$ cat config.mk
export PLATFORM = sky130hd
export DESIGN_NAME = uart_regs
export DESIGN_NICKNAME = d
export VERILOG_FILES = /design/src/common/soc_pkg.sv /design/src/uart/uart_tx.sv /design/src/uart/uart_rx.sv /design/src/uart/uart_regs.sv
export SDC_FILE = /design/constraint.sdc
export NUM_CORES = 1
export LEC_CHECK = 0
export ABC_AREA = 1
export BUFFER_PORTS_ARGS = -buffer_cell sky130_fd_sc_hd__clkbuf_2
export CAP_MARGIN = 25
export CORE_MARGIN = 2
export CORE_UTILIZATION = 50
export DETAILED_ROUTE_END_ITERATION = 10
export PLACE_DENSITY = 0.78
export SYNTH_ARGS = -nofsm -noshare
export SYNTH_HDL_FRONTEND = slang
export SYNTH_SLANG_ARGS = --single-unit
$ cat constraint.sdc
create_clock -name clk -period 3.03 [get_ports clk]
set_input_delay 0.606 -clock clk [delete_from_list [all_inputs] [get_ports clk]]
set_output_delay 0.606 -clock clk [all_outputs]
set_load 0.02 [all_outputs]
$ cat src/common/soc_pkg.sv
package soc_pkg;

    typedef logic [31:0] addr_t;
    typedef logic [31:0] data_t;
    // any set lane marks a write
    typedef logic [3:0]  strb_t;

    typedef struct packed {
        addr_t addr;
        data_t wdata;
        strb_t wstrb;
    } bus_req_t;

    // one-hot target select
    typedef logic [4:0] dev_sel_t;

    localparam int SEL_BRAM     = 0;
    localparam int SEL_UART     = 1;
    localparam int SEL_TIMER    = 2;
    localparam int SEL_SYSINFO  = 3;
    localparam int SEL_UNMAPPED = 4;

    typedef enum logic [1:0] {
        UART_IDLE,
        UART_START,
        UART_DATA,
        UART_STOP
    } uart_state_t;

    ////////////////////////////////////////
    // address map
    ////////////////////////////////////////
    localparam addr_t BRAM_BASE      = 32'h0000_0000;
    localparam addr_t UART_DATA_ADDR = 32'h1000_0000;
    localparam addr_t UART_LSR_ADDR  = 32'h1000_0004;
    // cnt lo/hi at +0/+4, cmp lo/hi at +8/+12
    localparam addr_t TIMER_BASE     = 32'h1100_0000;
    localparam addr_t SYSINFO_ADDR   = 32'h1200_0000;

    // line status bits
    localparam int LSR_RX_READY = 0;
    localparam int LSR_OVERRUN  = 1;
    localparam int LSR_TX_EMPTY = 5;
    localparam int LSR_TX_IDLE  = 6;

endpackage

$ cat src/uart/uart_tx.sv
module uart_tx #(
    parameter int CLKS_PER_BIT = 8
) (
    input  logic       clk,
    input  logic       resetn,
    input  logic       tx_start,
    input  logic [7:0] tx_byte,
    output logic       tx_busy,
    output logic       txd
);

    localparam int CW = $clog2(CLKS_PER_BIT + 1);

    soc_pkg::uart_state_t state;
    logic [CW-1:0]        clk_cnt;
    logic [2:0]           bit_idx;
    logic [7:0]           shift;
    logic                 bit_end;

    assign bit_end = (clk_cnt == CW'(CLKS_PER_BIT - 1));
    assign tx_busy = (state != soc_pkg::UART_IDLE);

    always_ff @(posedge clk) begin
        if (!resetn) begin
            state   <= soc_pkg::UART_IDLE;
            clk_cnt <= '0;
            bit_idx <= '0;
            txd     <= 1'b1;
        end else begin
            clk_cnt <= bit_end ? '0 : clk_cnt + 1'b1;
            case (state)
                soc_pkg::UART_IDLE: begin
                    clk_cnt <= '0;
                    if (tx_start) begin
                        state <= soc_pkg::UART_START;
                        shift <= tx_byte;
                        txd   <= 1'b0;
                    end
                end
                soc_pkg::UART_START: begin
                    if (bit_end) begin
                        state   <= soc_pkg::UART_DATA;
                        bit_idx <= '0;
                        txd     <= shift[0];
                    end
                end
                soc_pkg::UART_DATA: begin
                    if (bit_end) begin
                        // lsb first
                        shift   <= shift >> 1;
                        bit_idx <= bit_idx + 1'b1;
                        if (bit_idx == 3'd7) begin
                            state <= soc_pkg::UART_STOP;
                            txd   <= 1'b1;
                        end else begin
                            txd <= shift[1];
                        end
                    end
                end
                soc_pkg::UART_STOP: begin
                    if (bit_end) begin
                        state <= soc_pkg::UART_IDLE;
                    end
                end
                default: state <= soc_pkg::UART_IDLE;
            endcase
        end
    end

    a_idle_high: assert property (@(posedge clk) disable iff (!resetn)
        state == soc_pkg::UART_IDLE |-> txd);

endmodule

$ cat src/uart/uart_rx.sv
module uart_rx #(
    parameter int CLKS_PER_BIT = 8
) (
    input  logic       clk,
    input  logic       resetn,
    input  logic       rxd,
    output logic       rx_done,
    output logic [7:0] rx_byte
);

    localparam int CW = $clog2(CLKS_PER_BIT + 1);

    soc_pkg::uart_state_t state;
    logic [CW-1:0]        clk_cnt;
    logic [2:0]           bit_idx;
    logic [7:0]           shift;
    logic                 rxd_meta;
    logic                 rxd_sync;
    logic                 bit_end;
    logic                 half_end;

    assign bit_end  = (clk_cnt == CW'(CLKS_PER_BIT - 1));
    assign half_end = (clk_cnt == CW'(CLKS_PER_BIT / 2 - 1));

    always_ff @(posedge clk) begin
        if (!resetn) begin
            rxd_meta <= 1'b1;
            rxd_sync <= 1'b1;
            state    <= soc_pkg::UART_IDLE;
            clk_cnt  <= '0;
            bit_idx  <= '0;
            rx_done  <= 1'b0;
        end else begin
            rxd_meta <= rxd;
            rxd_sync <= rxd_meta;
            rx_done  <= 1'b0;
            clk_cnt  <= clk_cnt + 1'b1;
            case (state)
                soc_pkg::UART_IDLE: begin
                    clk_cnt <= '0;
                    if (!rxd_sync) begin
                        state <= soc_pkg::UART_START;
                    end
                end
                soc_pkg::UART_START: begin
                    // confirm start bit at its middle
                    if (half_end) begin
                        clk_cnt <= '0;
                        bit_idx <= '0;
                        state   <= rxd_sync ? soc_pkg::UART_IDLE : soc_pkg::UART_DATA;
                    end
                end
                soc_pkg::UART_DATA: begin
                    if (bit_end) begin
                        clk_cnt <= '0;
                        shift   <= {rxd_sync, shift[7:1]};
                        bit_idx <= bit_idx + 1'b1;
                        if (bit_idx == 3'd7) begin
                            state <= soc_pkg::UART_STOP;
                        end
                    end
                end
                soc_pkg::UART_STOP: begin
                    if (bit_end) begin
                        state <= soc_pkg::UART_IDLE;
                        // framing error drops the byte
                        if (rxd_sync) begin
                            rx_done <= 1'b1;
                            rx_byte <= shift;
                        end
                    end
                end
                default: state <= soc_pkg::UART_IDLE;
            endcase
        end
    end

endmodule

$ cat src/uart/uart_regs.sv
module uart_regs #(
    parameter int CLKS_PER_BIT = 8
) (
    input  logic              clk,
    input  logic              resetn,
    input  logic              valid,
    input  soc_pkg::bus_req_t req,
    output logic              ready,
    output soc_pkg::data_t    rdata,
    output logic              txd,
    input  logic              rxd
);

    logic           is_data;
    logic           is_lsr;
    logic           wr;
    logic           pop;
    logic           lsr_rd;
    logic           tx_go;
    logic           tx_start;
    logic [7:0]     tx_byte;
    logic           tx_busy;
    logic           rx_done;
    logic [7:0]     rx_byte;
    logic [7:0]     rx_hold;
    logic           rx_ready;
    logic           overrun;
    soc_pkg::data_t lsr;

    assign is_data = (req.addr == soc_pkg::UART_DATA_ADDR);
    assign is_lsr  = (req.addr == soc_pkg::UART_LSR_ADDR);
    assign wr      = |req.wstrb;
    assign pop     = valid && is_data && !wr;
    assign lsr_rd  = valid && is_lsr && !wr;
    // byte is dropped while the shifter is busy
    assign tx_go   = valid && is_data && wr && !tx_busy && !tx_start;

    always_comb begin
        lsr = '0;
        lsr[soc_pkg::LSR_RX_READY] = rx_ready;
        lsr[soc_pkg::LSR_OVERRUN]  = overrun;
        // no holding register, both track the shifter
        lsr[soc_pkg::LSR_TX_EMPTY] = !tx_busy && !tx_start;
        lsr[soc_pkg::LSR_TX_IDLE]  = !tx_busy && !tx_start;
    end

    always_ff @(posedge clk) begin
        if (!resetn) begin
            ready    <= 1'b0;
            tx_start <= 1'b0;
            rx_ready <= 1'b0;
            overrun  <= 1'b0;
        end else begin
            ready    <= valid;
            tx_start <= tx_go;
            if (rx_done) begin
                rx_ready <= 1'b1;
            end else if (pop) begin
                rx_ready <= 1'b0;
            end
            if (rx_done && rx_ready && !pop) begin
                overrun <= 1'b1;
            end else if (lsr_rd) begin
                overrun <= 1'b0;
            end
        end
    end

    always_ff @(posedge clk) begin
        if (rx_done) begin
            rx_hold <= rx_byte;
        end
        if (tx_go) begin
            tx_byte <= req.wdata[7:0];
        end
        rdata <= pop ? {24'h0, rx_hold} : (lsr_rd ? lsr : '0);
    end

    uart_tx #(
        .CLKS_PER_BIT(CLKS_PER_BIT)
    ) u_uart_tx (
        .clk     (clk),
        .resetn  (resetn),
        .tx_start(tx_start),
        .tx_byte (tx_byte),
        .tx_busy (tx_busy),
        .txd     (txd)
    );

    uart_rx #(
        .CLKS_PER_BIT(CLKS_PER_BIT)
    ) u_uart_rx (
        .clk    (clk),
        .resetn (resetn),
        .rxd    (rxd),
        .rx_done(rx_done),
        .rx_byte(rx_byte)
    );

    a_no_start_busy: assert property (@(posedge clk) disable iff (!resetn)
        tx_start |-> !tx_busy);

endmodule

== Yosys cells after proc, flatten, opt, wreduce, memory -nomap -nowiden ==
Cells that the tools add are included.
Storage, ports and cells
  logic and storage cells: 119
  output and inout bits: 34
  bits of input ports: 72
  register bits: 74
Cells by class
  add/sub/neg operators: 4
  multiplexer cells: 37
  bitwise gates (word level): 1
  eq/ne operators: 23
  reduce and logical (&&, ||, !) cells: 34
Operators with widths (number)
  $eq A32 B29 Y1 const B: 2
  $mux W8: 3
  $mux W2: 11
  $ne A2 B1 Y1 const B: 8
  $pmux W2 S4: 2
  $pmux W8 S2: 1
  $mux W3: 4
  $pmux W3 S2: 2
  $pmux W4 S3: 1
  $reduce_and A3 Y1: 4
  $reduce_and A4 Y1: 3
  $reduce_bool A2 Y1: 6
  $logic_and A1 B1 Y1: 10
  $reduce_and A5 Y1: 2
  $mux W1: 9
  $add A4 B1 Y4 const B: 2
  $eq A2 B2 Y1 const B: 4
  $eq A4 B3 Y1 const B: 2
  $mux W4: 2
  $mux W7: 1
  $add A3 B1 Y3 const B: 2
  $eq A3 B3 Y1 const B: 2
  $eq A2 B1 Y1 const B: 2
  $eq A4 B2 Y1 const B: 1
  other kinds (8): 13

== Depth between registers and ports, before layout ==
Gate-level depths: netlist (run 1).
  depth in word-level cells: 6
  mapped depth: 10

== Cells and area by module ==
A second synthesis (run 1) with hierarchy kept.
Second synthesis, totals
  cells, all modules: 361
  area, all modules: 3380.7 um^2
Modules (own cells, without submodules)
  uart_regs: cells an instance 161, area each 1406.3 um^2, times used 1
  uart_rx: cells an instance 88, area each 1054.8 um^2, times used 1
  uart_tx: cells an instance 112, area each 919.6 um^2, times used 1

== Worst setup path after synthesis (run 1) ==
No wires, ideal clock.
  kind: input port to flip-flop
  start point: input port resetn
  end point: register u_uart_rx.rx_byte[0] (enable)
  arrival time: 1.770 ns
  path buffers: 1
  path slack: 0.865 ns
  cell stages on the path: 3
  cells stage by stage: buf_2 inv_1 nor4_1
On the way
  word-level cells in the longest chain between the ends: 1
Ends and longest elaborated chain
  from (decl): line uart_regs.sv:5  | input logic resetn,
  $reduce_and A4 Y1 (no source line)
  to (signal assigned): line uart_rx.sv:69  | rx_byte <= shift;
  to (decl): line uart_rx.sv:8  | output logic [7:0] rx_byte
Every way passes these cells.
A chain may end at the register's enable or synchronous reset.

== Final worst setup path (run 1) ==
  start point: register u_uart_tx.state[0]
  end point: register u_uart_tx.shift[4] (enable)
On the way
  word-level cells in the longest chain between the ends: 3
Ends and longest elaborated chain
  from (decl): line uart_tx.sv:14  | soc_pkg::uart_state_t state;
  from (signal assigned): line uart_tx.sv:25  | state <= soc_pkg::UART_IDLE;
  from (signal assigned): line uart_tx.sv:35  | state <= soc_pkg::UART_START;
  from (signal assigned): line uart_tx.sv:42  | state <= soc_pkg::UART_DATA;
  $eq A2 B2 Y1 or $logic_not A2 Y1 (tied branches): line uart_tx.sv:31  | case (state)
  $ne A2 B1 Y1 (no source line) (tied with other cells)
  $reduce_and A4 Y1 (no source line) *
  to (signal assigned): line uart_tx.sv:36  | shift <= tx_byte;
  to (signal assigned): line uart_tx.sv:50  | shift <= shift >> 1;
  to (decl): line uart_tx.sv:17  | logic [7:0] shift;
Every way passes the cells marked *; elsewhere a longest branch is shown, timed or not.

==> results of run 1 <==
==> critical path, delay by kind of cell (launching register included) <==
family          cells  cell delay, ns
compound gates      1            0.21
fa+ha+maj           1            0.36
buf+inv             1            0.08
flops               1            0.39
simple gates        2            0.57
==> through the flow <==
step                      instances  hold slack [ns]  setup WS [ns]
after floorplan                 337            0.393          0.865
after global placement          444            0.394           1.02
after detailed placement        444            0.408           1.01
after CTS                       460            0.419           1.04
after global routing            460            0.417          0.855
final                           460            0.417           1.04
==> layer usage <==
metal	share of wire	wire (um)	vias to the layer above	GRT usage
li1	-	-	1107	-
met5	0	0	-	0
met2	0.50	2650	82	0.281
met1	0.41	2180	986	0.191
met3	0.074	389	7	0.0567
met4	0.011	59	0	0.0566
==> cells by family after synthesis <==
kind of cell,share of synthesized area
compound gates,0.0493
xor+xnor,0.00557
simple gates,0.188
fa+ha+maj,0.0597
other cells,0.00119
buf+inv,0.0982
flops,0.598
==> final timing paths <==
| kind | start | to | slack, ns |
|---|---|---|---|
| worst max-delay path | u_uart_tx.state[0] | u_uart_tx.shift[4] | 1.04 |
| worst min-delay path | u_uart_rx.rx_byte[2] | rx_hold[2] | 0.42 |
| worst max register to register | u_uart_tx.state[0] | u_uart_tx.shift[4] | 1.04 |
| worst min register to register | u_uart_rx.rx_byte[2] | rx_hold[2] | 0.42 |
==> sequential cells by signal, summed over array words and instances, names as in the netlist, 2 cells and up, named ones only <==
name               flops
rdata                  8
rx_hold                8
tx_byte                8
u_uart_rx.bit_idx      3
u_uart_rx.clk_cnt      4
u_uart_rx.rx_byte      8
u_uart_rx.shift        8
u_uart_tx.bit_idx      3
u_uart_tx.clk_cnt      4
u_uart_tx.shift        8
u_uart_tx.state        2
==> layout make-up <==
class / instances / area [um^2]
fill: 504 / 2310
inverter: 31 / 116
multi-input combinational: 205 / 1040
clock buffer: 11 / 163
tap: 75 / 93.8
sequential: 74 / 1880
timing repair buffer: 59 / 300
clock inverter: 5 / 82.6
==> synth_stat cells, types with 3 or more instances <==
master / count / area, um^2
sky130_fd_sc_hd__o21ai_0: 5 / 25.0
sky130_fd_sc_hd__inv_1: 29 / 109
sky130_fd_sc_hd__nand2_1: 58 / 218
sky130_fd_sc_hd__edfxtp_1: 40 / 1200
sky130_fd_sc_hd__nand3_1: 12 / 60.1
sky130_fd_sc_hd__ha_1: 15 / 188
sky130_fd_sc_hd__nor2_1: 49 / 184
sky130_fd_sc_hd__nand3_2: 3 / 30.0
sky130_fd_sc_hd__nand2_2: 3 / 18.8
sky130_fd_sc_hd__dfxtp_1: 34 / 681
sky130_fd_sc_hd__a21oi_1: 14 / 70.1
sky130_fd_sc_hd__buf_4: 24 / 180
sky130_fd_sc_hd__o21ai_1: 3 / 15.0
==> power groups by stage <==
| stage | clock network, mW | logic, mW | registers [mW] |
|---|---|---|---|
| CTS | 0.917 | 0.358 | 1.13 |
| detailed placement | 0 | 0.351 | 1.16 |
| finish | 0.898 | 0.355 | 1.13 |
| global route | 0.961 | 0.406 | 1.14 |
| global placement | 0 | 0.334 | 1.15 |
| floorplan | 0 | 0.279 | 1.16 |
==> cell usage in the layout, fill, tap and decap left out, drive strengths merged <==
cell,instances
a211oi,1
a21oi,15
a31oi,2
buf,2
bufinv,2
clkbuf,68
clkinv,4
conb,24
dfxtp,34
edfxtp,40
ha,15
inv,30
nand2,61
nand3,15
nand3b,2
nand4,1
nor2,50
nor3,2
nor4,2
o21ai,9
o21bai,1
or2,3
xnor2,1
xor2,1
==> key figures, run 1 <==
Place
  – Number of buffers inserted by port buffering: 57
  – Placed Area: 0.00343 mm^2
  – Detailed Place HPWL: 3.91 mm
  – Final GP Congestion: 0.825

Power and ir drop
  – Sw Share: 0.258
  – Total chip power: 2.39 mW
  – Cell internal power dissipation: 1.77 mW
  – Cell Pwr Density: 649 mW/mm^2
  – Register share of total power: 0.475
  – Clock network fraction of design power: 0.376
  – Fraction of power consumed by combinational cells: 0.149
  – Worst vdd ir: 0.334 mV
  – Power dissipated by switching net loads: 616 uW
  – Cell leakage power: 1.63 nW

Clock tree
  – Latest clock arrival within the worst-skew pair: 0.34 ns
  – Clock buffer count from CTS: 9
  – TritonCTS clock tree: yes
  – Number of clock sinks seen by CTS: 74
  – Post-CTS Hold Buffers: 0
  – Clk slew on worst S/H paths: 0.08 ns
  – Post-cts resize count: 0
  – Clock Root Buffer: sky130_fd_sc_hd__clkbuf_8
  – Deepest level of the CTS H-tree: 3
  – Number of setup buffers added after CTS: 0
  – Number of buffers on the longest clock path: 2

Setup path
  – Worst reg2reg path depth: 5
  – Critical Path End Type: flop
  – Setup Crit Path Kind: reg -> reg
  – Cell Chain, Critical Path: inv_1 > ha_1 > a21oi_2 > nand2_1 > nor2_1
  – Maximum net fanout on the critical path: 12
  – Slowest stage cell, crit path: sky130_fd_sc_hd__nor2_1
  – Critical Path Start Type: flop
  – Required time at the endpoint of the critical path: 3.00 ns
  – Critical path arrival: 1.96 ns
  – Critical path's largest stage delay: 0.50 ns

Die
  – Floorplan row count: 28
  – Starting density of the core: 0.525
  – Chip Width: 83.3 um
  – Floorplan core area: 0.00599 mm^2
  – Top-level port count: 106
  – Floorplan die height: 83.3 um
  – Area of the die: 0.00694 mm^2

Synth
  – Synthesized area per cell: 10.0 um^2
  – Count of flip-flops with a built-in enable after synthesis: 40
  – Number of instances in the synthesized netlist: 314
  – Number of synthesized register bits: 74
  – Synth Cell Area: 0.00315 mm^2
  – FFs w/ async S/R, synth: 0
  – Part of the Yosys area used for sequential elements: 0.598
  – Number of unique standard cell types used by synthesis: 32
  – Count of warnings emitted by yosys: 0
  – Most used flip-flop cell after synthesis: sky130_fd_sc_hd__edfxtp_1

Layout
  – Total Nets Final: 467
  – Post-route cell area: 0.00368 mm^2
  – Fraction of final layout cells with drive strength greater than 1: 0.226
  – Number of diodes: 0
  – Final Core Density: 0.614
  – Area added between synthesis and finish: 16.9%

Status
  – Outcome: finished clean

Routing
  – Mean routed wirelength per cell: 11.5 um
  – Count of TritonRoute iterations in the first routing pass: 4
  – Overall routed net length: 5.28 mm
  – DRC violations left: 0
  – Routed via count: 2182
  – Post-detailed-route count of antenna-violating nets: 0
  – Iter 0 DRT Violations: 116
  – Number of vias per cell after detailed routing: 4.74

STA
  – Fin crit share: 0.655
  – Time the final worst path needs with I/O delays and setup: 1.99 ns
  – Final count of hold timing violations: 0
  – Achievable frequency: 504 MHz
  – Setup repair after global routing missed its margin: no
  – Sum Neg Setup Slack: 0 ns
  – Worst-margin pin slew: 0.648 ns
  – Worst max-slew margin expressed relative to the limit: 0.566
  – Final number of max-transition violations: 0
  – Final number of setup-violating endpoints: 0
  – Clock skew after layout: 0.00794 ns

Global routing
  – Congestion Overflow GR: 0
  – Overall fraction of global-route tracks in use: 0.164
  – Largest net degree at the start of global routing: 16
  – Global-route wire length before repair: 9.12 mm
  – Number of antenna violations at the first check in global routing: 0
  – Via count of the first global-routing pass: 2078

Hold path
  – Path type of the worst min-delay path: reg -> reg
  – Number of cells on the worst hold path: 0

Run
  – Number of max-cap violations: 0
Note: power is estimated with default switching activity, not from simulation.
==> run 2, diff against run 1 <==
--- a/config.mk
+++ b/config.mk
@@ -5,13 +5,13 @@
 export SDC_FILE = /design/constraint.sdc
 export NUM_CORES = 1
 export LEC_CHECK = 0
-export ABC_AREA = 1
+export ABC_AREA = 0
 export BUFFER_PORTS_ARGS = -buffer_cell sky130_fd_sc_hd__clkbuf_2
 export CAP_MARGIN = 25
 export CORE_MARGIN = 2
-export CORE_UTILIZATION = 50
+export CORE_UTILIZATION = 45
 export DETAILED_ROUTE_END_ITERATION = 10
-export PLACE_DENSITY = 0.78
+export PLACE_DENSITY = 0.74
 export SYNTH_ARGS = -nofsm -noshare
 export SYNTH_HDL_FRONTEND = slang
 export SYNTH_SLANG_ARGS = --single-unit
==> constraint.sdc (replaced) <==
create_clock -name clk -period 1.65 [get_ports clk]
set_input_delay 0.33 -clock clk [delete_from_list [all_inputs] [get_ports clk]]
set_output_delay 0.33 -clock clk [all_outputs]
set_load 0.02 [all_outputs]
==> run 2 against run 1 <==
Against the previous run: clock-buffer cell count shrank 1; flip-flop and latch count is the same; sequential share of layout area decreased by 3.4 points; sequential power up 74%; clock power increased by 47%; setup slack got worse by 1.0 ns; synthesized cell count fell by 19%; global-route usage is 1.5 points lower; fmax rose by 21%.
==> key figures, run 2 <==
Status
  – Outcome: finished clean

Routing
  – Post-detailed-route count of antenna-violating nets: 0
  – Count of TritonRoute iterations in the first routing pass: 4
  – Iter 0 DRT Violations: 99
  – Routed via count: 2076
  – Overall routed net length: 5.53 mm
  – Number of vias per cell after detailed routing: 4.74
  – DRC violations left: 0
  – Mean routed wirelength per cell: 12.6 um

Synth
  – Most used flip-flop cell after synthesis: sky130_fd_sc_hd__edfxtp_1
  – FFs w/ async S/R, synth: 0
  – Count of warnings emitted by yosys: 0
  – Part of the Yosys area used for sequential elements: 0.583
  – Cell taking the most area after synthesis: sky130_fd_sc_hd__edfxtp_1
  – Synth Cell Area: 0.00323 mm^2
  – Number of instances in the synthesized netlist: 255
  – Cell types with the largest area share after synthesis: sky130_fd_sc_hd__edfxtp_1 37%, sky130_fd_sc_hd__dfxtp_1 21%, sky130_fd_sc_hd__ha_1 5.8%
  – Commonest cells in the netlist: 40 x sky130_fd_sc_hd__edfxtp_1, 34 x sky130_fd_sc_hd__dfxtp_1, 24 x sky130_fd_sc_hd__buf_4
  – Post-synth top area share: 0.372
  – Count of flip-flops with a built-in enable after synthesis: 40
  – Number of synthesized register bits: 74
  – Synthesized area per cell: 12.7 um^2
  – Number of unique standard cell types used by synthesis: 46
  – Leading cell type by number of instances after synthesis: sky130_fd_sc_hd__edfxtp_1

Clock tree
  – Latest clock arrival within the worst-skew pair: 0.34 ns
  – Clk slew on worst S/H paths: 0.07 ns
  – Post-CTS Hold Buffers: 0
  – Number of clock sinks seen by CTS: 74
  – Clock Root Buffer: sky130_fd_sc_hd__clkbuf_8
  – Number of buffers on the longest clock path: 2
  – Deepest level of the CTS H-tree: 3
  – Clock buffer count from CTS: 9
  – TritonCTS clock tree: yes

Hold path
  – Terminating pin of the worst hold path: tx_byte[2]
  – Worst hold start: req[6]
  – Number of cells on the worst hold path: 1
  – Path type of the worst min-delay path: in -> reg

STA
  – Final number of setup-violating endpoints: 0
  – Achievable frequency: 609 MHz
  – Setup repair after global routing missed its margin: yes
  – Post-layout worst setup margin: 0.00917 ns
  – Final count of hold timing violations: 0
  – Fin crit share: 0.994
  – Worst hold slack: 0.163 ns
  – Clock skew after layout: 0.0136 ns
  – Sum Neg Setup Slack: 0 ns
  – Time the final worst path needs with I/O delays and setup: 1.64 ns
  – Final number of max-transition violations: 0

Run
  – Number of max-cap violations: 0

Setup path
  – Critical Path End Type: flop
  – Critical path arrival: 1.70 ns
  – Worst reg2reg path depth: 6
  – Launch point of the worst path: u_uart_tx.state[0]
  – Slack of the worst reg-to-reg path: 0.009 ns
  – Setup Crit Path Kind: reg -> reg
  – Source of the worst register-to-register timing path: u_uart_tx.state[0]
  – Critical Path Start Type: flop
  – Required time at the endpoint of the critical path: 1.71 ns
  – Worst reg2reg endpoint: tx_byte[2]
  – Maximum net fanout on the critical path: 4

Die
  – Floorplan core area: 0.00687 mm^2
  – Area of the die: 0.00787 mm^2
  – Floorplan row count: 30
  – Top-level port count: 106
  – Chip Width: 88.7 um
  – Floorplan die height: 88.7 um
  – Starting density of the core: 0.470

Layout
  – Final Core Density: 0.574
  – Most used cells in the layout excluding fill and tap cells: 57 x sky130_fd_sc_hd__clkbuf_2, 40 x sky130_fd_sc_hd__edfxtp_1, 32 x sky130_fd_sc_hd__dfxtp_1
  – Area occupied by multi-input gates: 0.00126 mm^2
  – Total Nets Final: 424
  – Most common library cell in the layout ignoring fill and taps: sky130_fd_sc_hd__clkbuf_2
  – Footprint of the flip-flops and latches: 0.00188 mm^2
  – Fraction of final layout cells with drive strength greater than 1: 0.368
  – Post-route cell area: 0.00395 mm^2
  – Number of diodes: 0
  – Number of standard cells in the final layout excluding fillers: 438
  – Layout filler cell count: 569
  – Area added between synthesis and finish: 22.2%

Global routing
  – Number of antenna violations at the first check in global routing: 0
  – Largest net degree at the start of global routing: 15
  – Via count of the first global-routing pass: 2018
  – Overall fraction of global-route tracks in use: 0.149
  – Global-route wire length before repair: 8.71 mm
  – Congestion Overflow GR: 0

Place
  – Placed Area: 0.00368 mm^2
  – Setup WS pre-CTS: -0.149 ns
  – Number of buffers inserted by port buffering: 57
  – Final GP Congestion: 0.814
  – Number of cells after detailed placement: 419
  – Detailed Place HPWL: 4.09 mm

Power and ir drop
  – Total chip power: 3.60 mW
  – Cell leakage power: 1.60 nW
  – Cell Pwr Density: 913 mW/mm^2
  – Worst vdd ir: 0.681 mV
run 2: cell types whose count changed in the layout (fill, tap and decap cells not counted), sizes merged, moves of 6 or more:
| cell | change |
|---|---|
| a21oi | -11 |
| and2 | +8 |
| buf | +19 |
| inv | -20 |
| mux2 | +7 |
| mux2i | +11 |
| nand2 | -48 |
| nand3 | -10 |
| nor2 | -38 |
| nor2b | +6 |
| nor4 | +7 |
run 2: what timing repair did:
item                                    4_1_cts  5_1_grt
setup buffers                                 2        0
endpoints found under the setup margin        9       39
gates cloned                                  1        0
resized for setup                            10       10
pin swaps                                     0        1
run 2: how the worst max path moves through the flow:
stage | endpoint | slack [ns] | depth (start not counted)
floorplan | tx_byte[0] | -0.11 | 2
global placement | tx_byte[7] | -0.13 | 5
detailed placement | tx_byte[7] | -0.15 | 5
CTS | tx_byte[2] | -0.01 | 6
global route | u_uart_tx.txd | -0.09 | 6
finish | tx_byte[2] | 0.009 | 6
run 2: cell families (layout without fill, tap and decap cells):
kind of cell | Yosys count | count (layout) | synth area share
AO/OA/AOI/OAI | 25 | 25 | 0.0504
multiplexers | 18 | 18 | 0.0585
flip-flops | 74 | 74 | 0.583
other | 1 | 24 | 0.00116
XOR/XNOR | 3 | 3 | 0.00814
buffers and inverters | 40 | 104 | 0.0779
AND/OR/NAND/NOR | 79 | 79 | 0.163
adder cells (fa/ha/maj) | 15 | 15 | 0.0581
run 2: area by class of cell:
type                            count  share of cell area
Sequential cell                    74               0.477
Multi-Input combinational cell    164               0.318
Timing Repair Buffer               78               0.117
Clock buffer                       10              0.0323
Tap cell                           96              0.0304
Clock inverter                      6              0.0146
Inverter                           10             0.00951
run 2: worst max-delay path, stage by stage (launching register included):
cell,delay (ns)
sky130_fd_sc_hd__dfxtp_2,0.33
sky130_fd_sc_hd__inv_2,0.08
sky130_fd_sc_hd__ha_4,0.16
sky130_fd_sc_hd__nand2b_4,0.05
sky130_fd_sc_hd__or3_4,0.33
sky130_fd_sc_hd__nor4_4,0.21
sky130_fd_sc_hd__buf_4,0.20
run 2: report_power, final:
part           internal (mW)  leakage [nW]  switching [mW]  total [mW]
Combinational          0.134         0.880           0.183       0.317
Clock                  0.686        0.0874           0.634        1.32
Sequential              1.95         0.635          0.0206        1.97
Total                   2.77          1.60           0.838        3.60
run 2: routing by layer:
metal | track usage | share of wire | routed length [um] | vias to the layer above
met3 | 0.0466 | 0.061 | 337 | 11
met2 | 0.258 | 0.49 | 2730 | 67
met5 | 0 | 0 | 0 | -
met1 | 0.161 | 0.42 | 2350 | 976
li1 | - | - | - | 1022
met4 | 0.0840 | 0.021 | 115 | 0
